$ cat config.mk
export PLATFORM = sky130hd
export DESIGN_NAME = pitaya_top
export DESIGN_NICKNAME = d
export VERILOG_FILES = /design/src/hdl/pitaya_pkg.sv /design/src/hdl/pitaya_top.sv /design/src/hdl/dac_output_stage.sv /design/src/hdl/dac_source_regs.sv /design/src/hdl/housekeeping_regs.sv /design/src/hdl/sys_bus_decoder.sv /design/src/hdl/adc_frontend.sv
export SDC_FILE = /design/constraint.sdc
export NUM_CORES = 1
export LEC_CHECK = 0
export BUFFER_PORTS_ARGS = -buffer_cell sky130_fd_sc_hd__buf_2
export CORE_AREA = 10 10 141 143
export DETAILED_ROUTE_END_ITERATION = 10
export DIE_AREA = 0 0 151 153
export PLACE_DENSITY = 0.78
export SLEW_MARGIN = 40
export SYNTH_ARGS = -nofsm -noshare
export SYNTH_HDL_FRONTEND = slang
export SYNTH_SLANG_ARGS = --single-unit
export TNS_END_PERCENT = 5
$ cat constraint.sdc
create_clock -name adc_clk -period 3.3 [get_ports adc_clk]
set_input_delay 0.495 -clock adc_clk [delete_from_list [all_inputs] [get_ports adc_clk]]
set_output_delay 0.495 -clock adc_clk [all_outputs]
set_load 0.01 [all_outputs]
$ cat src/hdl/pitaya_pkg.sv
//----------------------------------------------------------------------
// shared types, limits and code conversions for the two-channel
// ADC/DAC signal path and its register bus
// modules pull these in by a wildcard import in the module header
//----------------------------------------------------------------------

package pitaya_pkg;

  //----------------------------------------------------------------------
  // sample and bus types
  //----------------------------------------------------------------------
  typedef logic        [13:0] adc_raw_t;   // raw converter code, neg slope
  typedef logic signed [13:0] sample_t;    // two's complement sample
  typedef logic signed [14:0] sum_t;       // sum of two samples, pre saturation
  typedef logic        [31:0] bus_addr_t;  // system bus address
  typedef logic        [31:0] bus_data_t;  // system bus data word
  typedef logic        [2:0]  region_t;    // address bits 22..20
  typedef logic        [7:0]  exp_t;       // one expansion connector bank

  // sample limits
  localparam sample_t SAMPLE_MAX = 14'sh1FFF;  // +8191
  localparam sample_t SAMPLE_MIN = 14'sh2000;  // -8192

  // populated bus regions, 1 MiB each
  localparam region_t REGION_HK  = 3'd0;  // housekeeping
  localparam region_t REGION_SRC = 3'd1;  // dac source registers

  //----------------------------------------------------------------------
  // code conversions
  //----------------------------------------------------------------------
  // keep msb, invert the other 13 bits; the rule is its own inverse
  function automatic sample_t raw_to_sample(input adc_raw_t raw);
    return {raw[13], ~raw[12:0]};
  endfunction

  function automatic adc_raw_t sample_to_raw(input sample_t smp);
    return {smp[13], ~smp[12:0]};
  endfunction

endpackage
$ cat src/hdl/pitaya_top.sv
//----------------------------------------------------------------------
// top level of the two-channel ADC to DAC path and its register bus
// ADC front end, bus decoder, housekeeping, DAC sources and output
// stage, all on adc_clk; ADC to DAC is four cycles
//----------------------------------------------------------------------

`timescale 1ns/1ps

module pitaya_top
  import pitaya_pkg::*;
#(
  parameter bus_data_t ID_VALUE = 32'h5250_0001  // read at region 0, offset 0
) (
  input  logic      adc_clk,
  input  logic      reset_i,
  input  adc_raw_t  adc_dat_a_i,  // ADC pins
  input  adc_raw_t  adc_dat_b_i,
  output adc_raw_t  dac_a_o,      // DAC pins, one port per channel
  output adc_raw_t  dac_b_o,
  input  bus_addr_t sys_addr_i,   // register bus
  input  bus_data_t sys_wdata_i,
  input  logic      sys_wen_i,
  input  logic      sys_ren_i,
  output bus_data_t sys_rdata_o,
  output logic      sys_ack_o,
  output logic      sys_err_o,
  output exp_t      led_o,
  input  exp_t      exp_dat_i,    // expansion connector, split in/out/dir
  output exp_t      exp_dat_o,
  output exp_t      exp_dir_o
);

  sample_t   adc_a;      // signed samples
  sample_t   adc_b;
  sum_t      sum_a;      // source sums
  sum_t      sum_b;
  logic      hk_wen;
  logic      hk_ren;
  logic      src_wen;
  logic      src_ren;
  bus_data_t hk_rdata;
  logic      hk_ack;
  logic      hk_err;
  bus_data_t src_rdata;
  logic      src_ack;
  logic      src_err;

  //----------------------------------------------------------------------
  // signal path
  //----------------------------------------------------------------------
  adc_frontend i_adc (
    .adc_clk, .reset_i, .adc_dat_a_i, .adc_dat_b_i,
    .adc_a_o (adc_a), .adc_b_o (adc_b)
  );

  dac_output_stage i_dac (
    .adc_clk, .reset_i, .sum_a_i (sum_a), .sum_b_i (sum_b),
    .dac_a_o, .dac_b_o
  );

  //----------------------------------------------------------------------
  // register bus
  //----------------------------------------------------------------------
  sys_bus_decoder i_bus (
    .adc_clk, .reset_i, .sys_addr_i, .sys_wen_i, .sys_ren_i,
    .hk_wen_o (hk_wen), .hk_ren_o (hk_ren), .src_wen_o (src_wen), .src_ren_o (src_ren),
    .hk_rdata_i (hk_rdata), .hk_ack_i (hk_ack), .hk_err_i (hk_err),
    .src_rdata_i (src_rdata), .src_ack_i (src_ack), .src_err_i (src_err),
    .sys_rdata_o, .sys_ack_o, .sys_err_o
  );

  housekeeping_regs #(.ID_VALUE (ID_VALUE)) i_hk (
    .adc_clk, .reset_i, .sys_addr_i, .sys_wdata_i,
    .sys_wen_i (hk_wen), .sys_ren_i (hk_ren),
    .sys_rdata_o (hk_rdata), .sys_ack_o (hk_ack), .sys_err_o (hk_err),
    .led_o, .exp_dat_i, .exp_dat_o, .exp_dir_o
  );

  dac_source_regs i_src (
    .adc_clk, .reset_i, .sys_addr_i, .sys_wdata_i,
    .sys_wen_i (src_wen), .sys_ren_i (src_ren),
    .sys_rdata_o (src_rdata), .sys_ack_o (src_ack), .sys_err_o (src_err),
    .adc_a_i (adc_a), .adc_b_i (adc_b), .sum_a_o (sum_a), .sum_b_o (sum_b)
  );

endmodule

$ cat src/hdl/dac_output_stage.sv
//----------------------------------------------------------------------
// DAC output stage for both channels
// clamps each 15-bit sum into the sample range, then converts it
// to the DAC's neg-slope code; two cycles from sum to pin
//----------------------------------------------------------------------

`timescale 1ns/1ps

module dac_output_stage
  import pitaya_pkg::*;
(
  input  logic     adc_clk,
  input  logic     reset_i,   // sync, active high
  input  sum_t     sum_a_i,   // unsaturated ch A
  input  sum_t     sum_b_i,   // unsaturated ch B
  output adc_raw_t dac_a_o,   // DAC code ch A
  output adc_raw_t dac_b_o    // DAC code ch B
);

  sample_t  sat_a_q;  // saturation stage
  sample_t  sat_b_q;
  adc_raw_t dac_a_q;  // conversion stage
  adc_raw_t dac_b_q;

  // top two bits differ only on overflow
  function automatic sample_t saturate(input sum_t s);
    case (s[14:13])
      2'b01:   return SAMPLE_MAX;  // pos overflow
      2'b10:   return SAMPLE_MIN;  // neg overflow
      default: return s[13:0];
    endcase
  endfunction

  always_ff @(posedge adc_clk) begin
    if (reset_i) begin
      sat_a_q <= '0;
      sat_b_q <= '0;
      dac_a_q <= 14'h1FFF;  // zero on the DAC
      dac_b_q <= 14'h1FFF;
    end else begin
      sat_a_q <= saturate(sum_a_i);         // stage 1
      sat_b_q <= saturate(sum_b_i);
      dac_a_q <= sample_to_raw(sat_a_q);    // stage 2
      dac_b_q <= sample_to_raw(sat_b_q);
    end
  end

  assign dac_a_o = dac_a_q;
  assign dac_b_o = dac_b_q;

endmodule

$ cat src/hdl/dac_source_regs.sv
//----------------------------------------------------------------------
// DAC source registers in bus region 1
// per channel a signed offset and a loopback enable; the channel
// sum is offset plus, when looped back, the current ADC sample
//----------------------------------------------------------------------

`timescale 1ns/1ps

module dac_source_regs
  import pitaya_pkg::*;
(
  input  logic      adc_clk,
  input  logic      reset_i,      // sync, active high
  input  bus_addr_t sys_addr_i,   // offset in addr[4:2]
  input  bus_data_t sys_wdata_i,
  input  logic      sys_wen_i,    // already gated to region 1
  input  logic      sys_ren_i,
  output bus_data_t sys_rdata_o,
  output logic      sys_ack_o,
  output logic      sys_err_o,
  input  sample_t   adc_a_i,      // ADC sample ch A
  input  sample_t   adc_b_i,      // ADC sample ch B
  output sum_t      sum_a_o,      // unsaturated ch A
  output sum_t      sum_b_o       // unsaturated ch B
);

  logic [2:0] reg_ofs;
  sample_t    ofs_a_q;    // ch A offset
  sample_t    ofs_b_q;    // ch B offset
  logic [1:0] loop_q;     // bit 0 ch A, bit 1 ch B
  bus_data_t  rdata_q;
  logic       ack_q;

  assign reg_ofs = sys_addr_i[4:2];

  always_ff @(posedge adc_clk) begin
    if (reset_i) begin
      ofs_a_q <= '0;
      ofs_b_q <= '0;
      loop_q  <= 2'b00;
      ack_q   <= 1'b0;
    end else begin
      ack_q <= sys_wen_i | sys_ren_i;
      if (sys_wen_i) begin
        case (reg_ofs)
          3'd0:    ofs_a_q <= sys_wdata_i[13:0];
          3'd1:    ofs_b_q <= sys_wdata_i[13:0];
          3'd2:    loop_q  <= sys_wdata_i[1:0];
          default: ;  // holes ignore writes
        endcase
      end
    end
  end

  always_ff @(posedge adc_clk) begin
    if (sys_ren_i) begin
      case (reg_ofs)
        3'd0:    rdata_q <= {18'h0, ofs_a_q};  // upper bits zero
        3'd1:    rdata_q <= {18'h0, ofs_b_q};
        3'd2:    rdata_q <= {30'h0, loop_q};
        default: rdata_q <= '0;
      endcase
    end else begin
      rdata_q <= '0;
    end
  end

  //----------------------------------------------------------------------
  // channel sums, sign extended to 15 bits
  //----------------------------------------------------------------------
  assign sum_a_o = {ofs_a_q[13], ofs_a_q} +
                   (loop_q[0] ? {adc_a_i[13], adc_a_i} : 15'sd0);
  assign sum_b_o = {ofs_b_q[13], ofs_b_q} +
                   (loop_q[1] ? {adc_b_i[13], adc_b_i} : 15'sd0);

  assign sys_rdata_o = rdata_q;
  assign sys_ack_o   = ack_q;
  assign sys_err_o   = 1'b0;  // no failing offsets here

endmodule

$ cat src/hdl/housekeeping_regs.sv
//----------------------------------------------------------------------
// housekeeping registers in bus region 0
// ID word, LEDs and the expansion connector bank; answers every
// access one cycle after the strobe, never with an error
//----------------------------------------------------------------------

`timescale 1ns/1ps

module housekeeping_regs
  import pitaya_pkg::*;
#(
  parameter bus_data_t ID_VALUE = '0  // identification word, set by top
) (
  input  logic      adc_clk,
  input  logic      reset_i,      // sync, active high
  input  bus_addr_t sys_addr_i,   // offset in addr[4:2]
  input  bus_data_t sys_wdata_i,
  input  logic      sys_wen_i,    // already gated to region 0
  input  logic      sys_ren_i,
  output bus_data_t sys_rdata_o,
  output logic      sys_ack_o,
  output logic      sys_err_o,
  output exp_t      led_o,        // board LEDs
  input  exp_t      exp_dat_i,    // expansion pins in
  output exp_t      exp_dat_o,    // expansion pins out
  output exp_t      exp_dir_o     // 1 = pin drives
);

  logic [2:0] reg_ofs;    // word offset
  exp_t       led_q;
  exp_t       exp_dir_q;
  exp_t       exp_out_q;
  exp_t       exp_in_q;   // sampled pins
  bus_data_t  rdata_q;
  logic       ack_q;

  assign reg_ofs = sys_addr_i[4:2];

  always_ff @(posedge adc_clk) begin
    exp_in_q <= exp_dat_i;  // sampled every cycle
  end

  //----------------------------------------------------------------------
  // control registers and bus reply
  //----------------------------------------------------------------------
  always_ff @(posedge adc_clk) begin
    if (reset_i) begin
      led_q     <= '0;
      exp_dir_q <= '0;  // all pins input
      exp_out_q <= '0;
      ack_q     <= 1'b0;
    end else begin
      ack_q <= sys_wen_i | sys_ren_i;
      if (sys_wen_i) begin
        case (reg_ofs)
          3'd1:    led_q     <= sys_wdata_i[7:0];
          3'd2:    exp_dir_q <= sys_wdata_i[7:0];
          3'd3:    exp_out_q <= sys_wdata_i[7:0];
          default: ;  // ID, exp_in and holes are read only
        endcase
      end
    end
  end

  always_ff @(posedge adc_clk) begin
    if (sys_ren_i) begin
      case (reg_ofs)
        3'd0:    rdata_q <= ID_VALUE;
        3'd1:    rdata_q <= {24'h0, led_q};
        3'd2:    rdata_q <= {24'h0, exp_dir_q};
        3'd3:    rdata_q <= {24'h0, exp_out_q};
        3'd4:    rdata_q <= {24'h0, exp_in_q};
        default: rdata_q <= '0;  // unmapped offset
      endcase
    end else begin
      rdata_q <= '0;
    end
  end

  assign sys_rdata_o = rdata_q;
  assign sys_ack_o   = ack_q;
  assign sys_err_o   = 1'b0;     // every offset answers
  assign led_o       = led_q;
  assign exp_dat_o   = exp_out_q;
  assign exp_dir_o   = exp_dir_q;

endmodule

$ cat src/hdl/sys_bus_decoder.sv
//----------------------------------------------------------------------
// system bus decoder, eight 1 MiB regions picked by addr[22:20]
// strobes go only to the populated regions 0 and 1; replies are
// steered by the region latched at the strobe, empty regions get err
//----------------------------------------------------------------------

`timescale 1ns/1ps

module sys_bus_decoder
  import pitaya_pkg::*;
(
  input  logic      adc_clk,      // bus runs on the sample clock
  input  logic      reset_i,      // sync, active high
  input  bus_addr_t sys_addr_i,   // master address
  input  logic      sys_wen_i,    // write strobe, one cycle
  input  logic      sys_ren_i,    // read strobe, one cycle
  output logic      hk_wen_o,     // region 0 strobes
  output logic      hk_ren_o,
  output logic      src_wen_o,    // region 1 strobes
  output logic      src_ren_o,
  input  bus_data_t hk_rdata_i,   // region 0 reply
  input  logic      hk_ack_i,
  input  logic      hk_err_i,
  input  bus_data_t src_rdata_i,  // region 1 reply
  input  logic      src_ack_i,
  input  logic      src_err_i,
  output bus_data_t sys_rdata_o,  // reply to master
  output logic      sys_ack_o,
  output logic      sys_err_o
);

  region_t region;       // region of current address
  region_t region_q;     // region of last strobe
  logic    empty_ack_q;  // strobe hit an empty region

  assign region = sys_addr_i[22:20];

  // strobe gating
  assign hk_wen_o  = sys_wen_i & (region == REGION_HK);
  assign hk_ren_o  = sys_ren_i & (region == REGION_HK);
  assign src_wen_o = sys_wen_i & (region == REGION_SRC);
  assign src_ren_o = sys_ren_i & (region == REGION_SRC);

  always_ff @(posedge adc_clk) begin
    if (reset_i) begin
      region_q    <= REGION_HK;
      empty_ack_q <= 1'b0;
    end else begin
      if (sys_wen_i | sys_ren_i)
        region_q <= region;  // hold until next access
      empty_ack_q <= (sys_wen_i | sys_ren_i) &
                     (region != REGION_HK) & (region != REGION_SRC);
    end
  end

  //----------------------------------------------------------------------
  // reply mux, one cycle after the strobe
  //----------------------------------------------------------------------
  always_comb begin
    case (region_q)
      REGION_HK: begin
        sys_rdata_o = hk_rdata_i;
        sys_ack_o   = hk_ack_i;
        sys_err_o   = hk_err_i;
      end
      REGION_SRC: begin
        sys_rdata_o = src_rdata_i;
        sys_ack_o   = src_ack_i;
        sys_err_o   = src_err_i;
      end
      default: begin               // no slave behind regions 2..7
        sys_rdata_o = '0;
        sys_ack_o   = empty_ack_q;
        sys_err_o   = empty_ack_q;
      end
    endcase
  end

endmodule

$ cat src/hdl/adc_frontend.sv
//----------------------------------------------------------------------
// ADC capture stage for both channels
// registers the raw neg-slope codes, then registers their
// two's complement form; two cycles from pin to sample
//----------------------------------------------------------------------

`timescale 1ns/1ps

module adc_frontend
  import pitaya_pkg::*;
(
  input  logic     adc_clk,      // sample clock
  input  logic     reset_i,      // sync, active high
  input  adc_raw_t adc_dat_a_i,  // raw code ch A
  input  adc_raw_t adc_dat_b_i,  // raw code ch B
  output sample_t  adc_a_o,      // signed sample ch A
  output sample_t  adc_b_o       // signed sample ch B
);

  adc_raw_t raw_a_q;  // capture stage
  adc_raw_t raw_b_q;
  sample_t  smp_a_q;  // conversion stage
  sample_t  smp_b_q;

  //----------------------------------------------------------------------
  // capture, then convert
  //----------------------------------------------------------------------
  always_ff @(posedge adc_clk) begin
    if (reset_i) begin
      raw_a_q <= 14'h1FFF;  // code for zero
      raw_b_q <= 14'h1FFF;
      smp_a_q <= '0;
      smp_b_q <= '0;
    end else begin
      raw_a_q <= adc_dat_a_i;                 // stage 1
      raw_b_q <= adc_dat_b_i;
      smp_a_q <= raw_to_sample(raw_a_q);      // stage 2
      smp_b_q <= raw_to_sample(raw_b_q);
    end
  end

  assign adc_a_o = smp_a_q;
  assign adc_b_o = smp_b_q;

endmodule

# Word-level counts from Yosys, hierarchy flattened
# Index checks and enable logic that the tools add are counted.
# word_totals
regBits	244
elab_cells	67
out_inout_bits	86
in_bits	104
# op_classes
reduce_logical	11
muxes	9
n_eq_ne	11
n_bitwise	13
add_sub_neg	2
# op_table
operator	n
$pmux 31 s5	1
$pmux 32 s2	1
$pmux 14 s2	2
$not 13->13	4
$pmux 14 s3	1
$add 15x15->15	2
$mux 15	2
$reduce_and 2->1	6
$eq 3x1->1 const B	3
$logic_not 3->1	3
$and 1x1->1	6
$eq 3x2->1 const B	2
$eq 2x1->1 const B	2
$eq 2x2->1 const B	2
$eq 3x3->1 const B	1
$ne 3x1->1 const B	1
$or 1x1->1	3
$reduce_bool 3->1	1
$pmux 1 s2	1
$reduce_or 2->1	1
$mux 1	1

# Logic depth before layout (Yosys ltp)
# depth
word_depth	4
mapped_depth	16
mapped_depth_nobuf	14

# By module
# Synthesis repeated with hierarchy kept, for this count alone.
# hier_totals
hier_cells	936
area_unflattened_um2	8800.9
# by_module_without_submodules
module	n_inst	cells_each	area_each_um2	seq_area_each_um2
dac_source_regs	1	384	3056.7	900.9
dac_output_stage	1	160	1823.0	1121.1
housekeeping_regs	1	174	1729.2	840.8
adc_frontend	1	118	1453.9	1121.1
sys_bus_decoder	1	100	738.2	80.1

# Least setup slack after synthesis
# Ideal clock, no wire load.
# synth_path
kind	flip-flop to flip-flop
startpoint	register i_src.loop_q[0]
endpoint	register i_dac.sat_a_q[7]
path_buffers	2
required_ns	3.194
t_arrival_ns	3.316
period_less_slack_ns	3.422
setup_ns	0.106
setup_slack_ns	-0.122
stages_incl_launch_ff	16
cell_sequence	dfxtp_1 clkbuf_1 and2_1 ha_1 fa_1 a21oi_1 o21ai_0 a21oi_1 o21ai_1 a31oi_1 o221a_2 ha_1 clkbuf_1 nand2b_1 or2_1 o311ai_0
# synth_via
elab_chain_len	4
elab_cells_between_ends	5
cone_classes	add/sub: 1; eq/ne: 2; mux: 2
# synth_lines
item	line_no	text
from (decl)	dac_source_regs.sv:30	logic [1:0] loop_q;
from (signal assigned)	dac_source_regs.sv:48	3'd2: loop_q <= sys_wdata_i[1:0];
$mux 15 *	dac_source_regs.sv:72	(loop_q[0] ? {adc_a_i[13], adc_a_i} : 15'sd0);
$add 15x15->15 *	dac_source_regs.sv:71	assign sum_a_o = {ofs_a_q[13], ofs_a_q} +
$eq 2x2->1 / $eq 2x1->1 (equally long branches)	dac_output_stage.sv:27	case (s[14:13])
$pmux 14 s2 *	dac_output_stage.sv:27	
to (signal assigned)	dac_output_stage.sv:41	sat_a_q <= saturate(sum_a_i);
to (decl)	dac_output_stage.sv:20	sample_t sat_a_q;
# Every way passes the cells marked *; elsewhere a longest branch is shown, timed or not.
# A chain may end at the register's enable or synchronous reset.

# Worst setup path after layout
# layout_path
startpoint	register i_src.loop_q[1]
endpoint	register i_dac.sat_b_q[7]
# layout_via
elab_chain_len	4
elab_cells_between_ends	5
cone_classes	add/sub: 1; eq/ne: 2; mux: 2
# layout_lines
item	line_no	text
$mux 15 *	dac_source_regs.sv:74	(loop_q[1] ? {adc_b_i[13], adc_b_i} : 15'sd0);
$add 15x15->15 *	dac_source_regs.sv:73	assign sum_b_o = {ofs_b_q[13], ofs_b_q} +
$eq 2x2->1 / $eq 2x1->1 (equally long branches)	dac_output_stage.sv:27	
$pmux 14 s2 *	dac_output_stage.sv:27	
to (signal assigned)	dac_output_stage.sv:42	sat_b_q <= saturate(sum_b_i);
to (decl)	dac_output_stage.sv:21	sample_t sat_b_q;
# Marks and branches as above.

==> results.yml <==
synth:
  async_flop_share_pct: 0
  synth_top_area_share_pct: 50.85
  synth_top_area_cell: "dfxtp_1"
  synth_enable_flop_cells: 0
  ys_warn_count: 0
  syn_area_mm2: 0.007993
  synth_area_leaders: "dfxtp_1 51%, ha_1 5.0%, a21oi_1 4.8%"
  ys_ff_latch: 203
  synth.avg_cell_area_um2: 9.425
  synthCells: 848
  synth_flop_cell: "dfxtp_1"
  ys_seq_area_share_pct: 50.85
  synth_cell_types: 55
sta:
  drv_slew: 0
  worst_clock_skew_ps: 19.38
  worst_pin_slew_ps: 724.6
  max_freq_ghz: 0.3203
  min_period_ps: 3122
  period_share_pct: 94.60
  relSlewSlack_pct: 51.67
  hold_viol: 0
  setup_violations: 0
  setup_ws_ps: 178.1
  fin_setup_tns_ps: 0
drt:
  viasPerCell: 5.153
  wl_per_cell_um: 15.91
  drt_pass1_iterations: 6
  drt_first_iter_violations: 478
  drc: 0
  wl_um: 19440
  postRouteAntennaNets: 0
  vias: 6297
clock_tree:
  cts_tree: "done"
  root_buffer: "clkbuf_16"
  cts_htree_levels: 1
  cts_sinks: 203
  clk_latency_ps: 500
  clockBufferDepth: 3
  cts_made_buffers: 21
  path_clk_slew_ps: 60
die:
  die_h_um: 153
  rows: 48
  fp.dieArea_mm2: 0.02310
  pin_count: 190
  coreArea_mm2: 0.01706
  initial_core_util_pct: 46.86
  die_w_um: 151
placement:
  hpwlAfterDp_um: 13920
  portBuffers: 132
  placed_cell_area_mm2: 0.008815
  place_ws_ps: 53.88
  globalplace.congestion: 0.8751
global_routing:
  grt_antenna_before_repair: 1
  grt_overflow: 0
  grt_pass1_wl_um: 30370
  grt_usage_pct: 15.83
  grt_max_degree: 71
  grt_pass1_vias: 5964
finish:
  post-route-util_pct: 56.68
  layout.nets: 1117
  nFillCells: 1491
  layout-drive-gt1-share_pct: 25.28
  fin_area_mm2: 0.009668
  multi_input_area_mm2: 0.003714
  seq_area_mm2: 0.004066
  areaGrowthSynthToFinish_pct: 20.96
job:
  drv_cap: 0
setup_path:
  crit_arrival_ps: 3480
  crit_required_ps: 3660
  worst-setup-path-type: "flip-flop to flip-flop"
  critPathLaunchType: "flip-flop"
  crit_path_end_kind: "flip-flop"
  path_max_fanout: 4
pwr:
  p_per_area_mw_per_mm2: 523.7
  worst_ir_drop_vdd_mv: 0.4414
  p_leak_nw: 4.322
  p_total_w: 0.005063
worst_hold_path:
  hold_path.class: "primary input to flip-flop"
status:
  outcome: "finished clean"
-- worst max-delay path: stages, from the launching register on --
cell and delay, ps:
dfxtp_2 330, and2_1 150, ha_2 210, fa_2 400
a21o_1 180, a221o_2 390, nand4_1 90, a31oi_2 120
nand2_2 90, a31o_2 150, ha_1 250, and2b_1 200
and3_1 180, mux2i_1 130, o311ai_1 110
-- cell type report --
class                   instances  share of cell area (%)
flip-flops and latches        203                   42.06
clock inverters                14                   1.553
multi-input cells             587                   38.41
repair buffers                156                   8.852
well taps                     225                   2.912
diodes                          4                  0.1035
inverters                      10                  0.3882
clock buffers                  23                   5.720
-- kinds of logic after synthesis --
| group | count (synthesis) | share of synthesized area (%) |
|---|---|---|
| adders and majority gates | 34 | 5.510 |
| buffers and inverters | 70 | 4.634 |
| xor gates and xnor gates | 18 | 1.972 |
| AOI/OAI and AO/OA | 165 | 12.60 |
| other | 1 | 0.04692 |
| and+or+nand+nor | 319 | 19.63 |
| muxes | 38 | 4.759 |
| DFF | 203 | 50.85 |
-- per-layer routing --
layer | wire, um | vias up | GRT usage (%)
li1 | - | 3117 | -
met1 | 8135 | 2909 | 19.82
met2 | 9130 | 237 | 25.81
met3 | 1721 | 34 | 4.753
met4 | 458 | 0 | 4.172
met5 | 0 | - | 0
-- cells in the mapped netlist (5+ instances only) --
library cell  instances
dfxtp_1             203
nor2_1               87
nand2_1              85
a21oi_1              77
mux2i_1              38
ha_1                 32
clkbuf_1             31
nand2b_1             31
and2_1               30
or2_2                28
a22oi_1              26
buf_4                19
o21ai_0              19
and3_1               12
nor2b_1              11
xor2_1               11
inv_1                10
a21o_1                8
a31oi_1               7
nand3_1               7
xnor2_1               7
buf_2                 6
nand4_1               6
nor3_1                5
-- report_power, final --
group / internal [W] / switching [W]
clock: 0.00138 / 0.000980
sequential: 0.00250 / 0.0000193
combinational: 0.0000734 / 0.000110
-- final timing paths --
| kind | slack [ps] | cells after the start | endpoint | from |
|---|---|---|---|---|
| max | 180 | 14 | i_dac.sat_b_q[7] | i_src.loop_q[1] |
| min | 90 | 1 | i_hk.exp_in_q[0] | exp_dat_i[0] |
| max reg2reg | 180 | 14 | i_dac.sat_b_q[7] | i_src.loop_q[1] |
| min reg2reg | 370 | 1 | i_dac.dac_a_o[12] | i_dac.sat_a_q[12] |
-- per-stage QoR --
stage                     std cells  hold slack [ps]
final                          1222            91.53
after detailed placement       1175            360.3
after global routing           1218            77.87
after global placement         1175            357.3
after floorplan                 860            355.7
after CTS                      1212            76.06
-- placed cells by master (no fill, tap or decap), types with 4 or more instances in the layout --
master	Yosys	routed
nand3_1	7	7
clkinv_4	0	4
conb_1	1	13
and3_1	12	12
nand4_1	6	6
dfxtp_1	203	201
a21o_1	8	8
or2_2	28	28
buf_4	19	24
a22oi_1	26	26
xnor2_1	7	7
nand2b_1	31	30
and2_1	30	30
a21oi_1	77	73
inv_1	10	10
nor2b_1	11	11
a31oi_1	7	4
nor3_1	5	4
nand2_1	85	84
xor2_1	11	10
clkbuf_16	0	21
nor2_1	87	87
mux2i_1	38	38
buf_2	6	131
o21ai_0	19	17
diode_2	0	4
ha_1	32	28
-- what timing repair did --
item	CTS	global route
setup buffers	0	6
endpoints found under the setup margin	0	13
resized for setup	0	25
hold buffers	0	0
Power figures use the tool's default switching activity.
